===== src/verilog/host_pkg.sv =====
package host_pkg;

	//------------------------------
	// widths and sizes
	//------------------------------
	localparam int WORD_W = 32;          // host pipe word
	localparam int OP_TYPE_W = 3;
	localparam int COUNT_W = 7;          // holds 0..FIFO_DEPTH
	localparam int FIFO_DEPTH = 64;
	localparam int PTR_W = 6;            // log2 of FIFO_DEPTH
	localparam int BLOCK_SIZE = 16;      // words per host block
	localparam int BUFFER_HEADROOM = 4;  // slack for count latency

	// engine FIFO entry is {last, type, word}
	localparam int ENG_W = WORD_W + OP_TYPE_W + 1;

	//------------------------------
	// command word fields
	//------------------------------
	localparam int OP_TYPE_MSB = 31;
	localparam int OP_TYPE_LSB = 29;
	localparam int OP_NUM_MSB = 15;      // count sits in the low half

	typedef logic [WORD_W-1:0] word_t;
	typedef logic [OP_NUM_MSB:0] op_num_t;
	typedef logic [COUNT_W-1:0] fifo_count_t;

	// codes 5..7 are reserved and get dropped by dispatch
	typedef enum logic [OP_TYPE_W-1:0] {
		OP_NONE    = 3'd0,
		OP_CONV3X3 = 3'd1,
		OP_CONV1X1 = 3'd2,
		OP_MAXPOOL = 3'd3,
		OP_AVEPOOL = 3'd4
	} op_type_t;

endpackage


===== src/verilog/pipe_out_stage.sv =====
`timescale 1ns/10ps

module pipe_out_stage (
	input  logic            okClk,
	input  logic            rst,
	input  logic            lb_valid,
	input  host_pkg::word_t lb_data,
	output logic            lb_ready,
	input  logic            po_read,
	output logic            po_valid,
	output host_pkg::word_t po_data,
	output logic            pipe_out_ready
);
	import host_pkg::*;

	logic        fifo_empty;
	logic        fifo_full;
	fifo_count_t fifo_count;

	sync_fifo #(
		.WIDTH   (WORD_W)
	) out_fifo (
		.okClk   (okClk),
		.rst     (rst),
		.wr_en   (lb_valid && lb_ready),
		.wr_data (lb_data),
		.rd_en   (po_read && po_valid),   // host pops the word shown
		.rd_data (po_data),
		.empty   (fifo_empty),
		.full    (fifo_full),
		.count   (fifo_count)
	);

	assign lb_ready = !fifo_full;
	assign po_valid = !fifo_empty;

	// a full block is waiting for the host
	always_ff @(posedge okClk) begin
		if (rst) begin
			pipe_out_ready <= 1'b0;
		end else begin
			pipe_out_ready <= (fifo_count >= fifo_count_t'(BLOCK_SIZE));
		end
	end

endmodule


===== src/verilog/sync_fifo.sv =====
`timescale 1ns/10ps

module sync_fifo #(
	parameter int WIDTH = host_pkg::WORD_W
) (
	input  logic                  okClk,
	input  logic                  rst,
	input  logic                  wr_en,
	input  logic [WIDTH-1:0]      wr_data,
	input  logic                  rd_en,
	output logic [WIDTH-1:0]      rd_data,
	output logic                  empty,
	output logic                  full,
	output host_pkg::fifo_count_t count
);
	import host_pkg::*;

	logic [WIDTH-1:0] mem [FIFO_DEPTH];
	logic [PTR_W-1:0] wr_ptr;
	logic [PTR_W-1:0] rd_ptr;
	logic             wr_ok;
	logic             rd_ok;

	assign wr_ok = wr_en && !full;    // writes on a full buffer are dropped
	assign rd_ok = rd_en && !empty;   // so are reads on an empty one

	assign empty = (count == '0);
	assign full = (count == fifo_count_t'(FIFO_DEPTH));

	// show-ahead, head word always on the output
	assign rd_data = mem[rd_ptr];

	//------------------------------
	// storage
	//------------------------------
	always_ff @(posedge okClk) begin
		if (wr_ok) begin
			mem[wr_ptr] <= wr_data;
		end
	end

	//------------------------------
	// pointers and fill count
	//------------------------------
	always_ff @(posedge okClk) begin
		if (rst) begin
			wr_ptr <= '0;
			rd_ptr <= '0;
			count <= '0;
		end else begin
			if (wr_ok) begin
				wr_ptr <= wr_ptr + 1'b1;   // wraps at depth
			end
			if (rd_ok) begin
				rd_ptr <= rd_ptr + 1'b1;
			end
			case ({wr_ok, rd_ok})
				2'b10: begin
					count <= count + 1'b1;
				end
				2'b01: begin
					count <= count - 1'b1;
				end
				default: begin
					count <= count;     // idle or push and pop together
				end
			endcase
		end
	end

endmodule

===== config.mk =====
export PLATFORM = sky130hd
export DESIGN_NAME = pipe_out_stage
export DESIGN_NICKNAME = d
export VERILOG_FILES = /design/src/verilog/host_pkg.sv /design/src/verilog/pipe_out_stage.sv /design/src/verilog/sync_fifo.sv
export SDC_FILE = /design/constraint.sdc
export NUM_CORES = 2
export LEC_CHECK = 0
export ABC_CLOCK_PERIOD_IN_PS = 3200
export BUFFER_PORTS_ARGS = -buffer_cell sky130_fd_sc_hd__buf_4
export CORE_MARGIN = 1
export CORE_UTILIZATION = 57
export DETAILED_ROUTE_END_ITERATION = 7
export PLACE_DENSITY = 0.76
export SLEW_MARGIN = 40
export SYNTH_ARGS = -nofsm -noshare
export SYNTH_HDL_FRONTEND = slang
export SYNTH_HIERARCHICAL = 1
export SYNTH_SLANG_ARGS = --single-unit

===== constraint.sdc =====
create_clock -name okClk -period 3.2 [get_ports okClk]
set_input_delay 0.48 -clock okClk [delete_from_list [all_inputs] [get_ports okClk]]
set_output_delay 0.48 -clock okClk [all_outputs]
set_load 0.02 [all_outputs]

[Word-level counts from Yosys, hierarchy flattened]
Memory sizes are Yosys's and may differ from the RTL's. A register that Yosys moved wholly into a read port is not among the register bits.
Index checks and enable logic that the tools add are counted.
Storage, ports and cells
  flip-flop bits (word level): 20
  RAM bits: 2048
  input port bits: 36
  output and inout bits: 35
  logic and storage cells: 26
  memories: 1
Operators by class
  add/sub/neg operators: 4
  order comparisons: 1
  eq/ne operators: 3
  multiplexer cells: 5
  reduce and logical (&&, ||, !) cells: 8
Memory list
  out_fifo.mem: depth 64, width 32, rd ports 1, clocked after memory_dff 1, wr ports 1, line sync_fifo.sv:18  | logic [WIDTH-1:0] mem [FIFO_DEPTH];
Operators with widths (count)
  $pmux 7 s2: 1
  $add 6x1->6 const B: 2
  $mux 6: 2
  $add 7x1->7 const B: 1
  $eq 7x7->1 const B: 1
  $ge 7x5->1 const B: 1
  $logic_not 7->1: 1
  $sub 7x1->7 const B: 1
  $logic_and 1x1->1: 4
  $eq 2x1->1 const B: 1
  $eq 2x2->1 const B: 1
  $logic_not 1->1: 2
  $mux 1: 2
  $reduce_bool 2->1: 1

[Logic depth before layout (Yosys ltp)]
  depth after elaboration: 6
  depth in mapped cells: 16
  mapped depth without buffers: 13

[By module]
Netlist, hierarchy kept.
Modules (own cells, without submodules)
  sync_fifo: times used 1, cells an instance 3483, area an instance 79291.0 sq um, sequential area each 61999.5 sq um
  pipe_out_stage: times used 1, cells an instance 7, area an instance 48.8 sq um, sequential area each 20.0 sq um

[Worst setup path after synthesis]
No wires, ideal clock.
  path type: flip-flop to flip-flop
  start: register out_fifo.count[2]
  end: memory out_fifo/mem[59][0] (netlist bit), enable pin
  library setup time: 0.421 ns
  data arrival time: 3.137 ns
  data required time: 2.779 ns
  setup slack: -0.359 ns
  stages on the path, launching flop included: 10
  path buffers: 2
  period minus slack after synthesis: 3.559 ns
  cells stage by stage: dfxtp_1 clkbuf_1 or3_1 clkbuf_1 nor3_1 nor2b_1 inv_1 nor3_1 nand3_1 nor2_1
On the way
  cells in the longest elaborated chain, start to end: 6
RTL lines
  from (decl): line sync_fifo.sv:14  | output host_pkg::fifo_count_t count
  from (signal assigned): line sync_fifo.sv:59  | count <= count + 1'b1;
  from (signal assigned): line sync_fifo.sv:62  | count <= count - 1'b1;
  from (signal assigned): line sync_fifo.sv:65  | count <= count;
  $eq 7x7->1 (*): line sync_fifo.sv:28  | assign full = (count == fifo_count_t'(FIFO_DEPTH));
  net fifo_full: line pipe_out_stage.sv:17  | logic fifo_full;
  $logic_not 1->1 (*): line pipe_out_stage.sv:34, sync_fifo.sv:24
  $logic_and 1x1->1: line pipe_out_stage.sv:25  | .wr_en (lb_valid && lb_ready),
  $logic_and 1x1->1 (*): line sync_fifo.sv:24  | assign wr_ok = wr_en && !full;
  $mux 1 (*): line sync_fifo.sv:37  | if (wr_ok) begin
  $mux 1 (implied by the code) (*): line sync_fifo.sv:38  | mem[wr_ptr] <= wr_data;
  to (decl): line sync_fifo.sv:18
The timed path passes the listed nets; every way through them passes the cells marked *.

==> results.md <==
- Mean Syn Cell Area: 22.7 um^2
- Drc violations: 0
- Crit-path cells: buf_6 -> buf_12 -> buf_16 -> buf_12 -> mux4_2 -> mux2i_4 -> a21o_1 -> o211ai_1 -> buf_4 -> and3_4 -> buf_6
- Initial Util: 57.6%
- Final HPWL DP: 116000 um
- GPL Wtd Cong: 0.830
- Post-Syn Nets: 3531
- Number of global-route vias before repair: 42900
- Ys async rst share: 0%
- Num ports: 71
- Routed len/inst: 38.0 um
- Unrepaired setup endpoints after global routing: yes
- Die Area: 141000 um^2
- Max Slew Vio Count: 0
- Startpoint Class: flop
- # fillers: 7739
- Worst vdd ir: 0.605 mV
- Clk Latency, worst-skew pair: 830 ps
- Worst-path clk slew: 60 ps
- Fraction of layout cells with a size suffix above 1: 38.6%
- Failing checks: negative setup slack
- Vias per cell: 7.10
- Worst Hold Class: input port to flop
- Final hold viol count: 0
- Top FF cell, synth: edfxtp_1
- EDFF count, synth: 2048
- Power per cell area: 696 nW/um^2
- Seq cells post-synth: 2074
- FF+latch area: 62000 um^2
- Hold slack: 185 ps
- Synthesized area: 79300 um^2
- Worst slew pin tran: 893 ps
- CP Capture Type: output pin
- P&R area growth vs syn: 19.2%
- Std cell rows: 136
- Area occupied by multi-input gates: 18000 um^2
- IO buf count: 70
- Setup Skew: 22.1 ps
- Root Driver: clkbuf_16
- P_leak: 29.3 nW
- Biggest cell delay along the critical path: 530 ps
- Die height: 375 um
- Clock sink total: 2074
- Placed Area: 85100 um^2
- Crit Path Class: flop to output pin
- Largest net degree at the start of global routing: 65
- Starting DRT DRC Count: 6495
- Setup violators final: 32
- Crit path max fanout: 8
- Maxcap violations: 0
- GRT Util Overall: 32.1%
- Fin area: 94600 um^2
- Commonest non-fill, non-tap cell in the layout: edfxtp_1
- Post-route clock period utilization: 120%
- Seq/Total Area, Yosys: 78.2%
- Most frequent cells in the layout: edfxtp_1 (2048), mux4_2 (502), buf_4 (333)
- FMAX: 260 MHz
- YS warnings: 6
- Setup TNS: -16650 ps
- Data required, critical path: 2720 ps
- CP max stage cell: mux4_2
- Antenna violations before repair: 2
- GR Overflow Total: 0
- First-pass GRT wire length: 314000 um
- CTS Buf Count: 190
- Status: complete, but fails checks
- Core ar.: 138000 um^2
- CTS H-Tree Depth: 4
- Relative slew slack: 40.3%
- DRT Pass-1 Iters: 7
- Vias post-DR: 42400
- DRT antenna net count: 0
- Cell count after synthesis: 3490
- CTS tree: yes
- Die extent in x: 375 um
- Max Root-Sink Buffers: 3
- Final nets: 4066
- Distinct cells, synth: 59
- Setup ws final: -643 ps
- Critical Path AT: 3360 ps
- Total Wirelength: 227000 um
- Crit path time final: 3840 ps
[layer usage]
metal,global-route usage (%),vias to the layer above,wire length (um)
met2,51.2,3784,110000
met4,17.7,2,13300
met5,0,-,10
met3,6.78,710,29500
met1,41.9,21900,74500
li1,-,16000,-
[registers in the layout, summed over array words and instances, names as in the netlist, named ones only]
signal	count
out_fifo/wr_ptr	6
out_fifo/count	7
out_fifo/mem	2048
pipe_out_ready	1
out_fifo/rd_ptr	6
[area by class of cell]
cell class / count / area share, %
Tap cell: 1794 / 2.37
Clock inverter: 82 / 0.500
Sequential cell: 2074 / 65.6
Multi-Input combinational cell: 1210 / 19.1
Timing Repair Buffer: 540 / 6.87
Clock buffer: 261 / 5.53
Antenna cell: 2 / 0.00529
Inverter: 9 / 0.0357
[metrics by stage]
stage / util (%) / std cells / worst slack, ps / power, mW
finish: 68.6 / 5972 / -643 / 65.8
global route: 68.6 / 5970 / -658 / 67.3
CTS: 67.7 / 5909 / -587 / 64.5
detailed placement: 61.7 / 5483 / -217 / 40.9
global placement: 61.6 / 5473 / -230 / 40.7
floorplan: - / 3490 / -359 / 37.8
[worst max-delay path: cells and delay by family, from the launching register on]
kind            cells  cell delay (ps)
buf+inv             6              970
mux                 2              750
flops               1              380
compound gates      2              260
simple gates        1              170
[timing repair]
item	in CTS	in global routing
hold buffers	1	0
hold endpoints to repair	4	0
gates resized for setup	281	126
setup buffers	66	66
gates cloned	21	5
setup endpoints to repair	32	37
pin swaps	48	47
[cells by family after synthesis]
group	share of synthesized area (%)
simple gates	1.64
buf+inv	1.59
fa+ha+maj	0.0789
xor+xnor	0.155
compound gates	2.80
flops	78.2
mux	15.6
[final timing paths]
kind / from / to / slack [ps] / cells past startpoint
max reg2reg: out_fifo/count[4] / out_fifo/mem[52][2] / 190 / 9
min reg2reg: out_fifo/count[4] / out_fifo/count[4] / 560 / 2
min: lb_data[29] / out_fifo/mem[16][29] / 180 / 1
max: flop / po_data[2] / -640 / 11
[cells in the mapped netlist, drive strengths merged (3+ instances only)]
| library cell | count | share of area, % |
|---|---|---|
| nand4 | 7 | 0.055 |
| mux2 | 29 | 0.41 |
| a211oi | 6 | 0.057 |
| o21ai | 20 | 0.13 |
| o22ai | 72 | 0.57 |
| nor2b | 15 | 0.12 |
| o221a | 3 | 0.043 |
| nor3 | 27 | 0.17 |
| a21o | 4 | 0.038 |
| a311oi | 3 | 0.033 |
| nand3 | 11 | 0.076 |
| or3b | 4 | 0.044 |
| a221oi | 52 | 0.63 |
| mux4 | 502 | 14 |
| ha | 5 | 0.079 |
| o221ai | 27 | 0.30 |
| inv | 9 | 0.043 |
| clkbuf | 75 | 0.36 |
| nand2 | 49 | 0.23 |
| nor2 | 123 | 0.58 |
| or2 | 3 | 0.024 |
| xor2 | 12 | 0.13 |
| a22oi | 4 | 0.038 |
| and3 | 7 | 0.055 |
| or3 | 8 | 0.063 |
| mux2i | 72 | 0.91 |
| dfxtp | 26 | 0.66 |
| o31a | 3 | 0.033 |
| nand2b | 14 | 0.11 |
| o211ai | 6 | 0.057 |
| buf | 122 | 1.2 |
| edfxtp | 2048 | 78 |
| a21oi | 65 | 0.41 |
| a22o | 32 | 0.35 |
| nand3b | 4 | 0.038 |
| and2 | 4 | 0.032 |
[power by group]
part,internal (mW),switching [mW]
clock,11.6,9.74
sequential,30.1,0.107
combinational,7.71,6.52
total,49.4,16.4
Note: power is estimated with default switching activity, not from simulation.
