File: src/verilog/host_pkg.sv
package host_pkg;

	//------------------------------
	// widths and sizes
	//------------------------------
	localparam int WORD_W = 32;          // host pipe word
	localparam int OP_TYPE_W = 3;
	localparam int COUNT_W = 7;          // holds 0..FIFO_DEPTH
	localparam int FIFO_DEPTH = 64;
	localparam int PTR_W = 6;            // log2 of FIFO_DEPTH
	localparam int BLOCK_SIZE = 16;      // words per host block
	localparam int BUFFER_HEADROOM = 4;  // slack for count latency

	// engine FIFO entry is {last, type, word}
	localparam int ENG_W = WORD_W + OP_TYPE_W + 1;

	//------------------------------
	// command word fields
	//------------------------------
	localparam int OP_TYPE_MSB = 31;
	localparam int OP_TYPE_LSB = 29;
	localparam int OP_NUM_MSB = 15;      // count sits in the low half

	typedef logic [WORD_W-1:0] word_t;
	typedef logic [OP_NUM_MSB:0] op_num_t;
	typedef logic [COUNT_W-1:0] fifo_count_t;

	// codes 5..7 are reserved and get dropped by dispatch
	typedef enum logic [OP_TYPE_W-1:0] {
		OP_NONE    = 3'd0,
		OP_CONV3X3 = 3'd1,
		OP_CONV1X1 = 3'd2,
		OP_MAXPOOL = 3'd3,
		OP_AVEPOOL = 3'd4
	} op_type_t;

endpackage

File: src/verilog/pipe_in_stage.sv
`timescale 1ns/10ps

module pipe_in_stage (
	input  logic            okClk,
	input  logic            rst,
	input  logic            pi_write,
	input  host_pkg::word_t pi_data,
	output logic            pipe_in_ready,
	output logic            in_valid,
	output host_pkg::word_t in_data,
	input  logic            in_ready
);
	import host_pkg::*;

	logic        fifo_empty;
	fifo_count_t fifo_count;

	sync_fifo #(
		.WIDTH   (WORD_W)
	) in_fifo (
		.okClk   (okClk),
		.rst     (rst),
		.wr_en   (pi_write),              // host only writes after seeing pipe_in_ready
		.wr_data (pi_data),
		.rd_en   (in_valid && in_ready),
		.rd_data (in_data),
		.empty   (fifo_empty),
		.full    (),
		.count   (fifo_count)
	);

	assign in_valid = !fifo_empty;

	// block throttle, room for a whole block plus headroom
	always_ff @(posedge okClk) begin
		if (rst) begin
			pipe_in_ready <= 1'b0;
		end else begin
			pipe_in_ready <= (fifo_count <=
				fifo_count_t'(FIFO_DEPTH - BUFFER_HEADROOM - BLOCK_SIZE));
		end
	end

endmodule

File: src/verilog/sync_fifo.sv
`timescale 1ns/10ps

module sync_fifo #(
	parameter int WIDTH = host_pkg::WORD_W
) (
	input  logic                  okClk,
	input  logic                  rst,
	input  logic                  wr_en,
	input  logic [WIDTH-1:0]      wr_data,
	input  logic                  rd_en,
	output logic [WIDTH-1:0]      rd_data,
	output logic                  empty,
	output logic                  full,
	output host_pkg::fifo_count_t count
);
	import host_pkg::*;

	logic [WIDTH-1:0] mem [FIFO_DEPTH];
	logic [PTR_W-1:0] wr_ptr;
	logic [PTR_W-1:0] rd_ptr;
	logic             wr_ok;
	logic             rd_ok;

	assign wr_ok = wr_en && !full;    // writes on a full buffer are dropped
	assign rd_ok = rd_en && !empty;   // so are reads on an empty one

	assign empty = (count == '0);
	assign full = (count == fifo_count_t'(FIFO_DEPTH));

	// show-ahead, head word always on the output
	assign rd_data = mem[rd_ptr];

	//------------------------------
	// storage
	//------------------------------
	always_ff @(posedge okClk) begin
		if (wr_ok) begin
			mem[wr_ptr] <= wr_data;
		end
	end

	//------------------------------
	// pointers and fill count
	//------------------------------
	always_ff @(posedge okClk) begin
		if (rst) begin
			wr_ptr <= '0;
			rd_ptr <= '0;
			count <= '0;
		end else begin
			if (wr_ok) begin
				wr_ptr <= wr_ptr + 1'b1;   // wraps at depth
			end
			if (rd_ok) begin
				rd_ptr <= rd_ptr + 1'b1;
			end
			case ({wr_ok, rd_ok})
				2'b10: begin
					count <= count + 1'b1;
				end
				2'b01: begin
					count <= count - 1'b1;
				end
				default: begin
					count <= count;     // idle or push and pop together
				end
			endcase
		end
	end

endmodule
File: config.mk
export PLATFORM = sky130hd
export DESIGN_NAME = pipe_in_stage
export DESIGN_NICKNAME = d
export VERILOG_FILES = /design/src/verilog/host_pkg.sv /design/src/verilog/pipe_in_stage.sv /design/src/verilog/sync_fifo.sv
export SDC_FILE = /design/constraint.sdc
export NUM_CORES = 2
export LEC_CHECK = 0
export ABC_AREA = 0
export CAP_MARGIN = 25
export CORE_MARGIN = 4
export CORE_UTILIZATION = 57
export CTS_CLUSTER_DIAMETER = 60
export DETAILED_ROUTE_END_ITERATION = 16
export DONT_BUFFER_PORTS = 1
export PLACE_DENSITY = 0.79
export SLEW_MARGIN = 10
export SYNTH_ARGS = -nofsm -noshare
export SYNTH_HDL_FRONTEND = slang
export SYNTH_SLANG_ARGS = --single-unit
File: constraint.sdc
create_clock -name okClk -period 3.2 [get_ports okClk]
set_input_delay 0.32 -clock okClk [delete_from_list [all_inputs] [get_ports okClk]]
set_output_delay 0.32 -clock okClk [all_outputs]
set_load 0.1 [all_outputs]
Word-level counts from Yosys, hierarchy flattened
Memories as Yosys holds them, arrays and structs flattened. A register that Yosys moved wholly into a read port is not among the register bits.
Index checks and enable logic that the tools add are counted.
Widths: inputs -> output; s select.
- memory bits (writable): 2048
- memories kept: 1
- flip-flop bits (word level): 20
- output and inout bits: 34
- add/subtract/negate cells: 4
- multiplexer cells: 5
- eq/ne operators: 3
- reductions and logical operators: 7
- order comparisons: 1
- memory list (memory ; words ; bits a word ; rd ports ; clocked after Yosys merged registers in ; wr ports ; RTL line ; source):
    in_fifo.mem ; 64 ; 32 ; 1 ; 1 ; 1 ; sync_fifo.sv:18 ; logic [WIDTH-1:0] mem [FIFO_DEPTH];
- operator list (operator ; number):
    $pmux 7 s2 ; 1
    $add 6x1->6 const B ; 2
    $mux 6 ; 2
    $add 7x1->7 const B ; 1
    $eq 7x7->1 const B ; 1
    $le 7x6->1 const B ; 1
    $logic_not 7->1 ; 1
    $sub 7x1->7 const B ; 1
    $logic_and 1x1->1 ; 3
    $eq 2x1->1 const B ; 1
    $eq 2x2->1 const B ; 1
    $logic_not 1->1 ; 2
    $mux 1 ; 2
    $reduce_bool 2->1 ; 1

Depth between registers and ports, before layout
- word-level depth: 6
- mapped depth: 14

Hierarchy
From an unflattened synthesis, not the netlist that was laid out.
- cell total of the unflattened synthesis: 3488
- area, all modules: 79347.4 sq um
- modules (own cells, without submodules) (module ; instances ; area an instance (sq um) ; cells each):
    sync_fifo ; 1 ; 79291.0 ; 3483
    pipe_in_stage ; 1 ; 56.3 ; 5

Worst setup path before layout
OpenSTA, ideal clock, no wires.
- path kind: register to output
- start point: reg with a tool-made name
- end point: out in_data[16]
- arrival time: 3.890 ns
- buffers on the path: 5
- cell stages (with the launch flop): 10
- data required time: 2.880 ns
- path slack: -1.010 ns
- path through: dfxtp_1 -> buf_6 -> buf_6 -> buf_6 -> or3_1 -> clkbuf_1 -> buf_2 -> o221ai_1 -> a21oi_1 -> a211oi_1
- RTL lines (what ; RTL line ; source):
    to (decl) ; pipe_in_stage.sv:10 ; output host_pkg::word_t in_data,

==> metrics.md <==
| Metric | Value |
|---|---|
| Status | `finished, violations left` |
| Violated checks | `setup timing` |
| Final Wtd Congestion | `0.829` |
| FF-to-FF End | `in_fifo.count[6]` |
| Setup crit start kind | `flip-flop` |
| First-pass GRT wire length | `about 330000 µm` |
| CP most frequent cell | `buf_4` |
| Fin area | `95000 µm²` |
| Cell variety after synth | `58` |
| Syn nets | `roughly 3600` |
| CTS tree | `built` |
| IO Port Bufs | `0` |
| Max Cap Violations | `0` |
| Place WS | `-0.145 ns` |
| Largest net degree at the start of global routing | `65` |
| Layout Skew | `about 0.038 ns` |
| Total internal power | `just under 50 mW` |
| Layout fillers | `7377` |
| Slew headroom | `0.356` |
| Synth Area in Simple Gates | `0.0157` |
| Power share of the clock group | `0.343` |
| Cell family with most CP delay | `buffers and inverters` |
| DP Wirelength | `112000 µm` |
| H-tree levels | `4` |
| Final worst-path cycle share | `1.22` |
| Vias per inst | `7.26` |
| Initial antenna violation count | `5` |
| Ports | `70` |
| Clock Tree Buf Depth | `3` |
| Worst path bufs/invs | `5` |
| Largest family of logic cells by synthesized area | `multiplexers` |
| Internal reg-to-reg setup slack | `0.11 ns` |
| Grt ovf | `0` |
| Routed Antenna Nets | `0` |
| Worst-margin pin slew | `about 0.97 ns` |
| Vias in the first global route | `43600` |
| EDFF count, synth | `2048` |
| Synth area leaders | `edfxtp_1 (78%), mux4_2 (13%), a22oi_1 (1.5%)` |
| FP Rows | `136` |
| XOR/XNOR Fraction of Synth Area | `0.00144` |
| Comb pwr share | `0.202` |
| Global Route Usage Sum | `0.326` |
| Wire per inst | `39.9 µm` |
| P_sw | `17.9 mW` |
| WP data arrival | `roughly 3.6 ns` |
| Compound-cell area share of the yosys netlist | `0.0368` |
| Final Hold Viols | `0` |
| Die ar. | `144000 µm²` |
| Power Dens Cells | `702 nW/µm²` |
| Fraction of layout cells with a size suffix above 1 | `0.358` |
| Final Routed Wirelength | `between 200000 and 250000 µm` |
| Post-layout min period | `approximately 3.9 ns` |
| RR Startpoint | `in_fifo.count[1]` |
| Area Overhead vs Synth | `20.4%` |
| # setup viols final | `32` |
| Fin. max-slew vios | `0` |
| Maximum clock rate | `0.256 GHz` |
| Hold Crit Depth | `4` |
| Post-Synth Adder-Cell Area | `0.000634` |
| Die Span Y | `380 µm` |
| Critical path data required time | `2.88 ns` |
| Worst stage delay on the critical path | `about 0.56 ns` |
| Die Width | `380 µm` |
| Worst Reg-to-Reg Cells | `9` |
| Worst skew pair latency | `approximately 0.85 ns` |
| Clock root buffer | `clkbuf_16` |
| Initial DRC count | `8013` |
| Placed Cells | `between 5000 and 6000` |
| Syn_area_per_cell | `22.3 µm²` |
| Vias post-DR | `about 43000` |
| Nets@finish | `4054` |
| Fraction of synthesized area in multiplexers | `0.146` |
| Hold slack | `0.0955 ns` |
| Critical path depth in cells | `10` |
| Maximum fanout along the worst path | `16` |
| RSZ-0062 raised after global routing | `yes` |
| HP Class | `in2reg` |
| DRC | `0` |
| Crit path cell chain | `buf_4 -> buf_16 -> buf_6 -> mux4_2 -> a22oi_1 -> nand2_1 -> a21oi_2 -> buf_4 -> a211oi_4 -> buf_12` |
| DRT Pass-1 Iters | `6` |
| Sw Share | `0.269` |
| Worst setup endpoint | `in_data[22]` |
| Netlist Area Pre-Place | `78900 µm²` |
| Asr flop ratio synth | `0` |
| Worst-path clk slew | `0.06 ns` |
| TritonCTS Sinks | `2074` |
| Sequential share of power | `0.455` |
| Primary FF master, synth | `edfxtp_1` |
| Yosys top cell area share | `0.780` |
| Core area | `roughly 140000 µm²` |
| Synth area leader | `edfxtp_1` |
| DP Area | `85200 µm²` |
| Worst setup EP type | `output port` |
| Synth Register Bits | `2074` |
| Post-Synthesis Cells | `3537` |
| Critical setup path kind | `reg2out` |
| Worst vdd ir | `between 0.0007 and 0.0008 V` |
| Total clock buffers created by CTS | `between 150 and 200` |
| Leak | `29.4 nW` |
| Worst Slack Setup Final | `-0.708 ns` |
| Initial Util | `0.574` |
| Sequential share of the synthesized area | `0.786` |
| Synth Warn # | `0` |
| Worst path slowest cell | `mux4_2` |
| Design Power | `66.6 mW` |
| Final std cells w/o fill | `5977` |
power groups by stage:
| stage | logic [mW] | registers, mW | clock network, mW |
|---|---|---|---|
| after floorplan | 7.38 | 30.8 | 0 |
| after global placement | 10.6 | 30.8 | 0 |
| after detailed placement | 10.7 | 30.9 | 0 |
| after CTS | 12.8 | 30.3 | 22.7 |
| after global routing | 13.8 | 30.3 | 24.2 |
| final | 13.5 | 30.3 | 22.9 |
state kept, by name, summed over array words and instances (netlist names), named ones only:
| signal | count |
|---|---|
| in_fifo.mem | 2048 |
| in_fifo.count | 7 |
| in_fifo.rd_ptr | 6 |
| in_fifo.wr_ptr | 6 |
| pipe_in_ready | 1 |
synth_stat cells (3+ instances only):
cell       instances
xnor2_1            3
dfxtp_1           26
nand4_1            4
and3_1             5
nand2b_1           3
nand3b_1           3
a211oi_1          27
nand2_1           68
edfxtp_1        2048
buf_2             59
buf_6             11
or3_1              6
o211ai_1          21
o22ai_1           21
o221ai_1          21
buf_1             15
nor2_1           104
nor3_1            30
o21ai_0            6
or4_1              9
nand3_1           11
a22o_1            50
mux4_2           466
a2111oi_0          4
a22oi_1          157
mux2_2            42
clkbuf_1          93
nor2b_1           14
inv_1              3
a21oi_1           82
xor2_1            10
buf_4             25
mux2i_1           55
ha_1               4
worst reg2reg max path, stage by stage (launching register included):
cell and delay, ns:
dfxtp_1 0.41, or3_1 0.44, o31a_1 0.29, ha_1 0.24, xor2_1 0.15, ha_1 0.26
o32ai_1 0.46, a21oi_1 0.15, a311oi_1 0.32, o311ai_0 0.22
cell families after synthesis:
| logic type | after synthesis |
|---|---|
| fa+ha+maj | 4 |
| mux | 564 |
| compound gates | 404 |
| simple gates | 270 |
| flops | 2074 |
| xor+xnor | 13 |
| buf+inv | 208 |
per-stage QoR:
step | utilization | setup TNS (ns)
3_3_place_gp | 0.619 | -0.0517
3_5_place_dp | 0.619 | -0.145
4_1_cts | 0.687 | -16.94
6_report | 0.691 | -18.82
5_1_grt | 0.691 | -20.02
2_1_floorplan | - | -109.67
worst min-delay path by stage:
| stage | startpoint | end | slack [ns] |
|---|---|---|---|
| after floorplan | pi_data[0] | in_fifo.mem[0][0] | 0.42 |
| after global placement | rst | in_fifo.count[2] | 0.39 |
| after detailed placement | rst | in_fifo.count[2] | 0.40 |
| after CTS | in_ready | flip-flop | 0.04 |
| after global routing | in_ready | in_fifo.rd_ptr[0] | 0.1 |
| final | in_ready | flip-flop | 0.1 |
cell usage in the layout (no fill, tap or decap), types with 11 or more instances in the layout:
cell type and instances:
mux2i_1 55, mux4_2 466, o221ai_1 19, buf_12 130, edfxtp_1 2048, buf_16 56
bufinv_16 14, clkinv_2 33, clkbuf_16 202, buf_6 36, a21oi_1 44, dfxtp_1 21
a21oi_2 28, a211oi_4 25, dlygate4sd3_1 36, nand2_1 50, clkbuf_1 44, nand2_2 14
nor3_1 11, o22ai_1 21, a22oi_1 86, buf_4 209, mux2_2 42, nor2_1 38
o211ai_1 21, clkinv_1 49, a22oi_2 71, a22o_1 50, nor2_4 66
metal layers:
metal / vias to the layer above / routed length (µm) / GRT usage / share of wire
met5: - / 50 / 0 / 0.00021
met4: 8 / 16400 / 0.179 / 0.069
met3: 890 / 35100 / 0.0936 / 0.15
met2: 4433 / 114000 / 0.508 / 0.48
met1: 22100 / 73200 / 0.419 / 0.31
li1: 16000 / - / - / -
layout make-up:
type,count,area (µm²),share of cell area
well taps,1794,2240,0.0236
repair buffers,487,6960,0.0732
clock inverters,116,1000,0.0106
diodes,4,10.0,0.000105
inverters,3,11.3,0.000119
multi-input cells,1255,17600,0.185
flip-flops and latches,2074,62000,0.653
clock buffers,244,5170,0.0544
timing repair:
action | in CTS | in global routing
gates cloned | 16 | 3
hold buffers | 69 | 0
endpoints found under the setup margin | 32 | 34
buffers inserted | 45 | 21
resized for setup | 224 | 59
pin swaps | 43 | 35
hold endpoints to repair | 2074 | 0
Power figures use the tool's default switching activity.
