$ cat src/verilog/host_pkg.sv
package host_pkg;

	//------------------------------
	// widths and sizes
	//------------------------------
	localparam int WORD_W = 32;          // host pipe word
	localparam int OP_TYPE_W = 3;
	localparam int COUNT_W = 7;          // holds 0..FIFO_DEPTH
	localparam int FIFO_DEPTH = 64;
	localparam int PTR_W = 6;            // log2 of FIFO_DEPTH
	localparam int BLOCK_SIZE = 16;      // words per host block
	localparam int BUFFER_HEADROOM = 4;  // slack for count latency

	// engine FIFO entry is {last, type, word}
	localparam int ENG_W = WORD_W + OP_TYPE_W + 1;

	//------------------------------
	// command word fields
	//------------------------------
	localparam int OP_TYPE_MSB = 31;
	localparam int OP_TYPE_LSB = 29;
	localparam int OP_NUM_MSB = 15;      // count sits in the low half

	typedef logic [WORD_W-1:0] word_t;
	typedef logic [OP_NUM_MSB:0] op_num_t;
	typedef logic [COUNT_W-1:0] fifo_count_t;

	// codes 5..7 are reserved and get dropped by dispatch
	typedef enum logic [OP_TYPE_W-1:0] {
		OP_NONE    = 3'd0,
		OP_CONV3X3 = 3'd1,
		OP_CONV1X1 = 3'd2,
		OP_MAXPOOL = 3'd3,
		OP_AVEPOOL = 3'd4
	} op_type_t;

endpackage

$ cat src/verilog/sync_fifo.sv
`timescale 1ns/10ps

module sync_fifo #(
	parameter int WIDTH = host_pkg::WORD_W
) (
	input  logic                  okClk,
	input  logic                  rst,
	input  logic                  wr_en,
	input  logic [WIDTH-1:0]      wr_data,
	input  logic                  rd_en,
	output logic [WIDTH-1:0]      rd_data,
	output logic                  empty,
	output logic                  full,
	output host_pkg::fifo_count_t count
);
	import host_pkg::*;

	logic [WIDTH-1:0] mem [FIFO_DEPTH];
	logic [PTR_W-1:0] wr_ptr;
	logic [PTR_W-1:0] rd_ptr;
	logic             wr_ok;
	logic             rd_ok;

	assign wr_ok = wr_en && !full;    // writes on a full buffer are dropped
	assign rd_ok = rd_en && !empty;   // so are reads on an empty one

	assign empty = (count == '0);
	assign full = (count == fifo_count_t'(FIFO_DEPTH));

	// show-ahead, head word always on the output
	assign rd_data = mem[rd_ptr];

	//------------------------------
	// storage
	//------------------------------
	always_ff @(posedge okClk) begin
		if (wr_ok) begin
			mem[wr_ptr] <= wr_data;
		end
	end

	//------------------------------
	// pointers and fill count
	//------------------------------
	always_ff @(posedge okClk) begin
		if (rst) begin
			wr_ptr <= '0;
			rd_ptr <= '0;
			count <= '0;
		end else begin
			if (wr_ok) begin
				wr_ptr <= wr_ptr + 1'b1;   // wraps at depth
			end
			if (rd_ok) begin
				rd_ptr <= rd_ptr + 1'b1;
			end
			case ({wr_ok, rd_ok})
				2'b10: begin
					count <= count + 1'b1;
				end
				2'b01: begin
					count <= count - 1'b1;
				end
				default: begin
					count <= count;     // idle or push and pop together
				end
			endcase
		end
	end

endmodule
$ cat config.mk
export PLATFORM = sky130hd
export DESIGN_NAME = sync_fifo
export DESIGN_NICKNAME = d
export VERILOG_FILES = /design/src/verilog/host_pkg.sv /design/src/verilog/sync_fifo.sv
export SDC_FILE = /design/constraint.sdc
export NUM_CORES = 2
export LEC_CHECK = 0
export ABC_AREA = 1
export BUFFER_PORTS_ARGS = -buffer_cell sky130_fd_sc_hd__buf_2
export CORE_ASPECT_RATIO = 1.1
export CORE_MARGIN = 2
export CORE_UTILIZATION = 40
export DETAILED_ROUTE_END_ITERATION = 12
export PLACE_DENSITY = 0.59
export SYNTH_ARGS = -nofsm -noshare
export SYNTH_HDL_FRONTEND = slang
export SYNTH_SLANG_ARGS = --single-unit
$ cat constraint.sdc
create_clock -name okClk -period 3.9 [get_ports okClk]
set_input_delay 0 -clock okClk [delete_from_list [all_inputs] [get_ports okClk]]
set_output_delay 0 -clock okClk [all_outputs]
set_load 0.01 [all_outputs]
Word-level counts from Yosys, hierarchy flattened. Memory sizes are Yosys's and may differ from the RTL's. A register that Yosys moved wholly into a read port is not among the register bits. Cells that the tools add are included.

Add/sub/neg operators: 4. $mul: 0. Divide/modulo/power cells: 0. Magnitude comparators: 0. Equal/unequal tests: 3. Shift-type cells: 0. Muxes and demuxes: 5. Bitwise logic cells: 0. Reduce and logical (&&, ||, !) cells: 6.

Operators with widths (count): $pmux 7 s2 (1); $add 6x1->6 const B (2); $mux 6 (2); $add 7x1->7 const B (1); $eq 7x7->1 const B (1); $logic_not 7->1 (1); $sub 7x1->7 const B (1); $eq 2x1->1 const B (1); $eq 2x2->1 const B (1); $logic_and 1x1->1 (2); $logic_not 1->1 (2); $mux 1 (2); $reduce_bool 2->1 (1).

Bits in registers: 19. Bits in latches: 0. Memory bits (writable): 2048. Bits in read-only memories: 0. Input bits: 36. Output and inout port bits: 41. Memories kept: 1.

Memories: mem (words 64, width 32, rd ports 1, clocked after Yosys merged registers in 1, write ports 1, line sync_fifo.sv:18) `logic [WIDTH-1:0] mem [FIFO_DEPTH];`.

Depth between registers and ports, before layout.
Depth in word-level cells: 5. Mapped depth: 20. Depth with buffers taken out: 18.

Worst setup path before layout. OpenSTA, ideal clock, no wires.

Kind: register to register. Start point: register count[0]. End point: memory mem[7][0] (netlist bit), enable pin. Library setup time: 0.461 ns. Arrival time: 3.363 ns. Required time: 3.439 ns. Slack: 0.076 ns. Cell stages (with the launch flop): 8. Buffers on the path: 1. Period minus slack after synthesis: 3.824 ns. Path through: dfxtp_1 -> inv_1 -> nand4_1 -> nor3_2 -> nor2_2 -> buf_4 -> nand3_1 -> nor3_1.

Longest elaborated chain between the ends: 5.

Ends and longest elaborated chain: from (decl) (line sync_fifo.sv:14) `output host_pkg::fifo_count_t count`; from (signal assigned) (line sync_fifo.sv:59) `count <= count + 1'b1;`; from (signal assigned) (line sync_fifo.sv:62) `count <= count - 1'b1;`; from (signal assigned) (line sync_fifo.sv:65) `count <= count;`; $eq 7x7->1 (line sync_fifo.sv:28) `assign full = (count == fifo_count_t'(FIFO_DEPTH));`; via full (line sync_fifo.sv:13) `output logic full,`; $logic_not 1->1 (line sync_fifo.sv:24) `assign wr_ok = wr_en && !full;`; $logic_and 1x1->1 (line sync_fifo.sv:24); $mux 1 (line sync_fifo.sv:37) `if (wr_ok) begin`; $mux 1 (not written as such) (line sync_fifo.sv:38) `mem[wr_ptr] <= wr_data;`; to (decl) (line sync_fifo.sv:18).

The timed path passes the listed nets, and every way through them passes these cells.

==> tab_implementation.tex <==
\begin{tabular}{lr}
\hline
Metric & Value \\
\hline
\multicolumn{2}{l}{\textbf{Setup path}} \\
\quad Slowest stage delay, CP & 0.50 ns \\
\quad Worst-path cell chain & inv\_16 -> buf\_4 -> buf\_4 -> nand2\_1 -> nand3\_1 -> nand3\_1 -> nand3\_1 -> nand3\_1 -> nand2\_1 -> nand2\_1 -> nand2\_1 -> buf\_2 \\
\quad Endpoint required time on the critical path & 3.90 ns \\
\quad Largest fanout of any net on the critical path & 120 \\
\quad Critical Path Source Type & flop \\
\quad Type of destination of the critical path & output pin \\
\quad Arrival time reported for the critical path endpoint & 3.75 ns \\
\quad Crit path max-delay cell type & sky130\_fd\_sc\_hd\_\_dfxtp\_4 \\
\quad Type of the worst setup path & reg2out \\
\multicolumn{2}{l}{\textbf{Yosys}} \\
\quad Area share of and/or/nand/nor cells after synthesis & 0.2231 \\
\quad Synthesized-area fraction occupied by xor and xnor cells & 0.0008402 \\
\quad Adder-cell area share of the yosys netlist & 0.0007502 \\
\quad Flip-flop and latch count after synthesis & 2073 \\
\quad Post-Syn Nets & 6960 \\
\quad Distinct cells, synth & 23 \\
\quad Synthesized instance count & 6919 \\
\quad Mean instance size in the synthesized netlist & 12.05 um\^{}2 \\
\quad Complex-gate fraction of the synthesized area & 0.001950 \\
\quad Cell area after technology mapping & 83390 um\^{}2 \\
\quad Mux contribution to synthesized area & 0 \\
\quad Yosys Warn Count & 0 \\
\quad Combinational family with the most area after synthesis & simple AND/OR/NAND/NOR gates \\
\quad Sequential cell area fraction in the yosys report & 0.7435 \\
\multicolumn{2}{l}{\textbf{Floorplanning}} \\
\quad Vertical die dimension & 482.9 um \\
\quad Core area & 206900 um\^{}2 \\
\quad Number of top-level design ports & 77 \\
\quad X dimension of the die & 439.4 um \\
\quad Floorplan die area & 212200 um\^{}2 \\
\quad Initial core utilization & 0.4030 \\
\quad \# rows & 175 \\
\multicolumn{2}{l}{\textbf{Drt}} \\
\quad Detailed Route Iter0 Violations & 5812 \\
\quad Via count & 53910 \\
\quad Antenna-violating nets left & 0 \\
\quad Pre-antenna DRT Iters & 7 \\
\quad Average wire per cell in the routed design & 23.07 um \\
\quad Via density & 5.457 \\
\quad Total Wirelength & 227.9 mm \\
\quad Number of design rule violations left after detail routing & 0 \\
\multicolumn{2}{l}{\textbf{STA}} \\
\quad Final Skew & 0.02582 ns \\
\quad Final count of pins violating max slew & 0 \\
\quad Max Freq & 266.8 MHz \\
\quad Final Hold Slack & 0.01873 ns \\
\quad RSZ-0062 raised after global routing & false \\
\quad Total negative slack for setup checks & 0 ns \\
\quad Final Hold Vio Count & 0 \\
\quad Final critical-path required period & 3.749 ns \\
\quad Transition time at the pin with the least slew margin & 1.264 ns \\
\quad Worst rel slew slack & 0.1574 \\
\quad Number of failing setup endpoints in the final timing report & 0 \\
\quad Share of the clock period used by the worst path & 0.9612 \\
\multicolumn{2}{l}{\textbf{Cells and area}} \\
\quad Combined area of the multi-input logic cells & 19370 um\^{}2 \\
\quad Finished Core Util & 0.4550 \\
\quad Commonest non-fill, non-tap cell in the layout & sky130\_fd\_sc\_hd\_\_nand2\_1 \\
\quad Layout fillers & 18470 \\
\quad Relative area change from synthesis to final layout & 12.90\% \\
\quad Sequential cell area in the final layout & 62020 um\^{}2 \\
\quad Fraction of final layout cells with drive strength greater than 1 & 0.08596 \\
\quad Nets@finish & 7003 \\
\quad Most used cells in the layout excluding fill and tap cells & sky130\_fd\_sc\_hd\_\_nand2\_1 (2294), sky130\_fd\_sc\_hd\_\_edfxtp\_1 (2048), sky130\_fd\_sc\_hd\_\_nand3\_1 (1923), sky130\_fd\_sc\_hd\_\_clkbuf\_16 (212), sky130\_fd\_sc\_hd\_\_buf\_4 (125) \\
\multicolumn{2}{l}{\textbf{Clocking}} \\
\quad Cell at the root of the clock tree & sky130\_fd\_sc\_hd\_\_clkbuf\_16 \\
\quad Post CTS Setup Buffer Count & 0 \\
\quad Clock Pin Slew Worst Setup and Hold Paths & 0.06 ns \\
\quad H-Tree Depth & 4 \\
\quad Clock tree buffer depth & 3 \\
\quad Number of CTS-inserted buffers & 204 \\
\quad Worst skew pair latency & 0.84 ns \\
\quad TritonCTS clock tree & built \\
\quad CTS-repair resized insts & 0 \\
\quad Hold buffer count at cts & 35 \\
\quad \# clock sinks & 2073 \\
\multicolumn{2}{l}{\textbf{Global routing}} \\
\quad Global-route total usage across every layer & 0.2124 \\
\quad Met3 Track Usage GR & 0.03296 \\
\quad Met2 demand-to-capacity share in global routing & 0.3542 \\
\quad Global-route wire length before repair & 337.9 mm \\
\quad Antenna violations before repair & 17 \\
\quad Largest net degree at the start of global routing & 190 \\
\quad Met1 Usage GRT & 0.2852 \\
\quad GR peak layer & met2 \\
\quad Final global-route overflow total & 0 \\
\quad Number of global-route vias before repair & 51620 \\
\multicolumn{2}{l}{\textbf{Run}} \\
\quad Number of max-cap violations & 0 \\
\multicolumn{2}{l}{\textbf{Place}} \\
\quad Post-detail-place hpwl & 120.1 mm \\
\quad Routability congestion estimate & 0.8441 \\
\quad Count of buffers inserted at the top-level ports & 76 \\
\multicolumn{2}{l}{\textbf{Run status}} \\
\quad Result of the run & finished clean \\
\multicolumn{2}{l}{\textbf{Power and ir drop}} \\
\quad Power per Cell Area & 587.3 nW/um\^{}2 \\
\quad Peak supply drop & 0.5004 mV \\
\quad Leakage & 32.73 nW \\
\multicolumn{2}{l}{\textbf{Hold path}} \\
\quad Class of the worst hold path & in2reg \\
\hline
\end{tabular}
[flip-flops by register name, indices dropped and copies added, names as in the netlist, named ones only]
name and count:
mem 2048, count 7, rd_ptr 6, wr_ptr 6
[power breakdown]
part           total (W)  switching, W  internal, W
clock network     0.0190       0.00820       0.0108
logic             0.0115       0.00815      0.00330
registers         0.0249      0.000180       0.0247
[worst max-delay path: cells and delay by family, from the launching register on]
family	cells	cell delay (ns)
buffers and inverters	4	1.36
AND/OR/NAND/NOR	8	0.93
flip-flops	1	0.50
[cell type report]
type | count | area share
flip-flops and latches | 2073 | 0.6587
multi-input cells | 4351 | 0.2058
clock buffers | 270 | 0.05919
well taps | 2743 | 0.03645
repair buffers | 288 | 0.02879
clock inverters | 105 | 0.008745
inverters | 44 | 0.002180
diodes | 5 | 0.0001329
[layer usage]
metal,part of all wire,vias to the layer above
li1,-,24680
met1,0.41,26700
met2,0.49,2157
met3,0.073,377
met4,0.029,0
met5,0,-
[metrics by stage]
step | std cells | setup slack [ns] | instance area (um^2) | power (W)
after global routing | 9876 | 0.0008802 | 94140 | 0.05761
after floorplan | 6919 | 0.07602 | 83390 | 0.03295
after global placement | 9464 | 1.002 | 87390 | 0.03658
final | 9879 | 0.1514 | 94150 | 0.05529
after CTS | 9874 | 0.1378 | 94140 | 0.05557
after detailed placement | 9464 | 0.9819 | 87390 | 0.03670
[kinds of logic after synthesis]
family	Yosys count
AND/OR/NAND/NOR	4306
adder cells (fa/ha/maj)	5
flip-flops	2073
AO/OA/AOI/OAI	32
XOR/XNOR	8
buffers and inverters	495
[cells in the mapped netlist]
| cell type | instances | area (um^2) |
|---|---|---|
| sky130_fd_sc_hd__a21oi_1 | 21 | 105.1 |
| sky130_fd_sc_hd__buf_1 | 31 | 116.4 |
| sky130_fd_sc_hd__buf_2 | 286 | 1431 |
| sky130_fd_sc_hd__buf_4 | 22 | 165.2 |
| sky130_fd_sc_hd__buf_6 | 26 | 292.8 |
| sky130_fd_sc_hd__clkbuf_1 | 86 | 322.8 |
| sky130_fd_sc_hd__dfxtp_1 | 25 | 500.5 |
| sky130_fd_sc_hd__edfxtp_1 | 2048 | 61500 |
| sky130_fd_sc_hd__ha_1 | 5 | 62.56 |
| sky130_fd_sc_hd__inv_1 | 39 | 146.4 |
| sky130_fd_sc_hd__inv_2 | 4 | 15.01 |
| sky130_fd_sc_hd__inv_4 | 1 | 6.260 |
| sky130_fd_sc_hd__nand2_1 | 2294 | 8611 |
| sky130_fd_sc_hd__nand3_1 | 1923 | 9624 |
| sky130_fd_sc_hd__nand4_1 | 7 | 43.79 |
| sky130_fd_sc_hd__nor2_1 | 75 | 281.5 |
| sky130_fd_sc_hd__nor2_2 | 1 | 6.260 |
| sky130_fd_sc_hd__nor3_1 | 5 | 25.02 |
| sky130_fd_sc_hd__nor3_2 | 1 | 10.01 |
| sky130_fd_sc_hd__o21ai_0 | 10 | 50.05 |
| sky130_fd_sc_hd__o21bai_1 | 1 | 7.510 |
| sky130_fd_sc_hd__xnor2_1 | 3 | 26.28 |
| sky130_fd_sc_hd__xor2_1 | 5 | 43.79 |
[final timing paths]
path	startpoint	to	slack, ns	cells past startpoint
max	flop	rd_data[28]	0.15	12
min	wr_data[2]	mem[34][2]	0.02	1
max reg2reg	count[0]	count[4]	0.94	15
min reg2reg	rd_ptr[2]	flop	0.50	2
No activity file was read; power rests on OpenSTA's default activity.
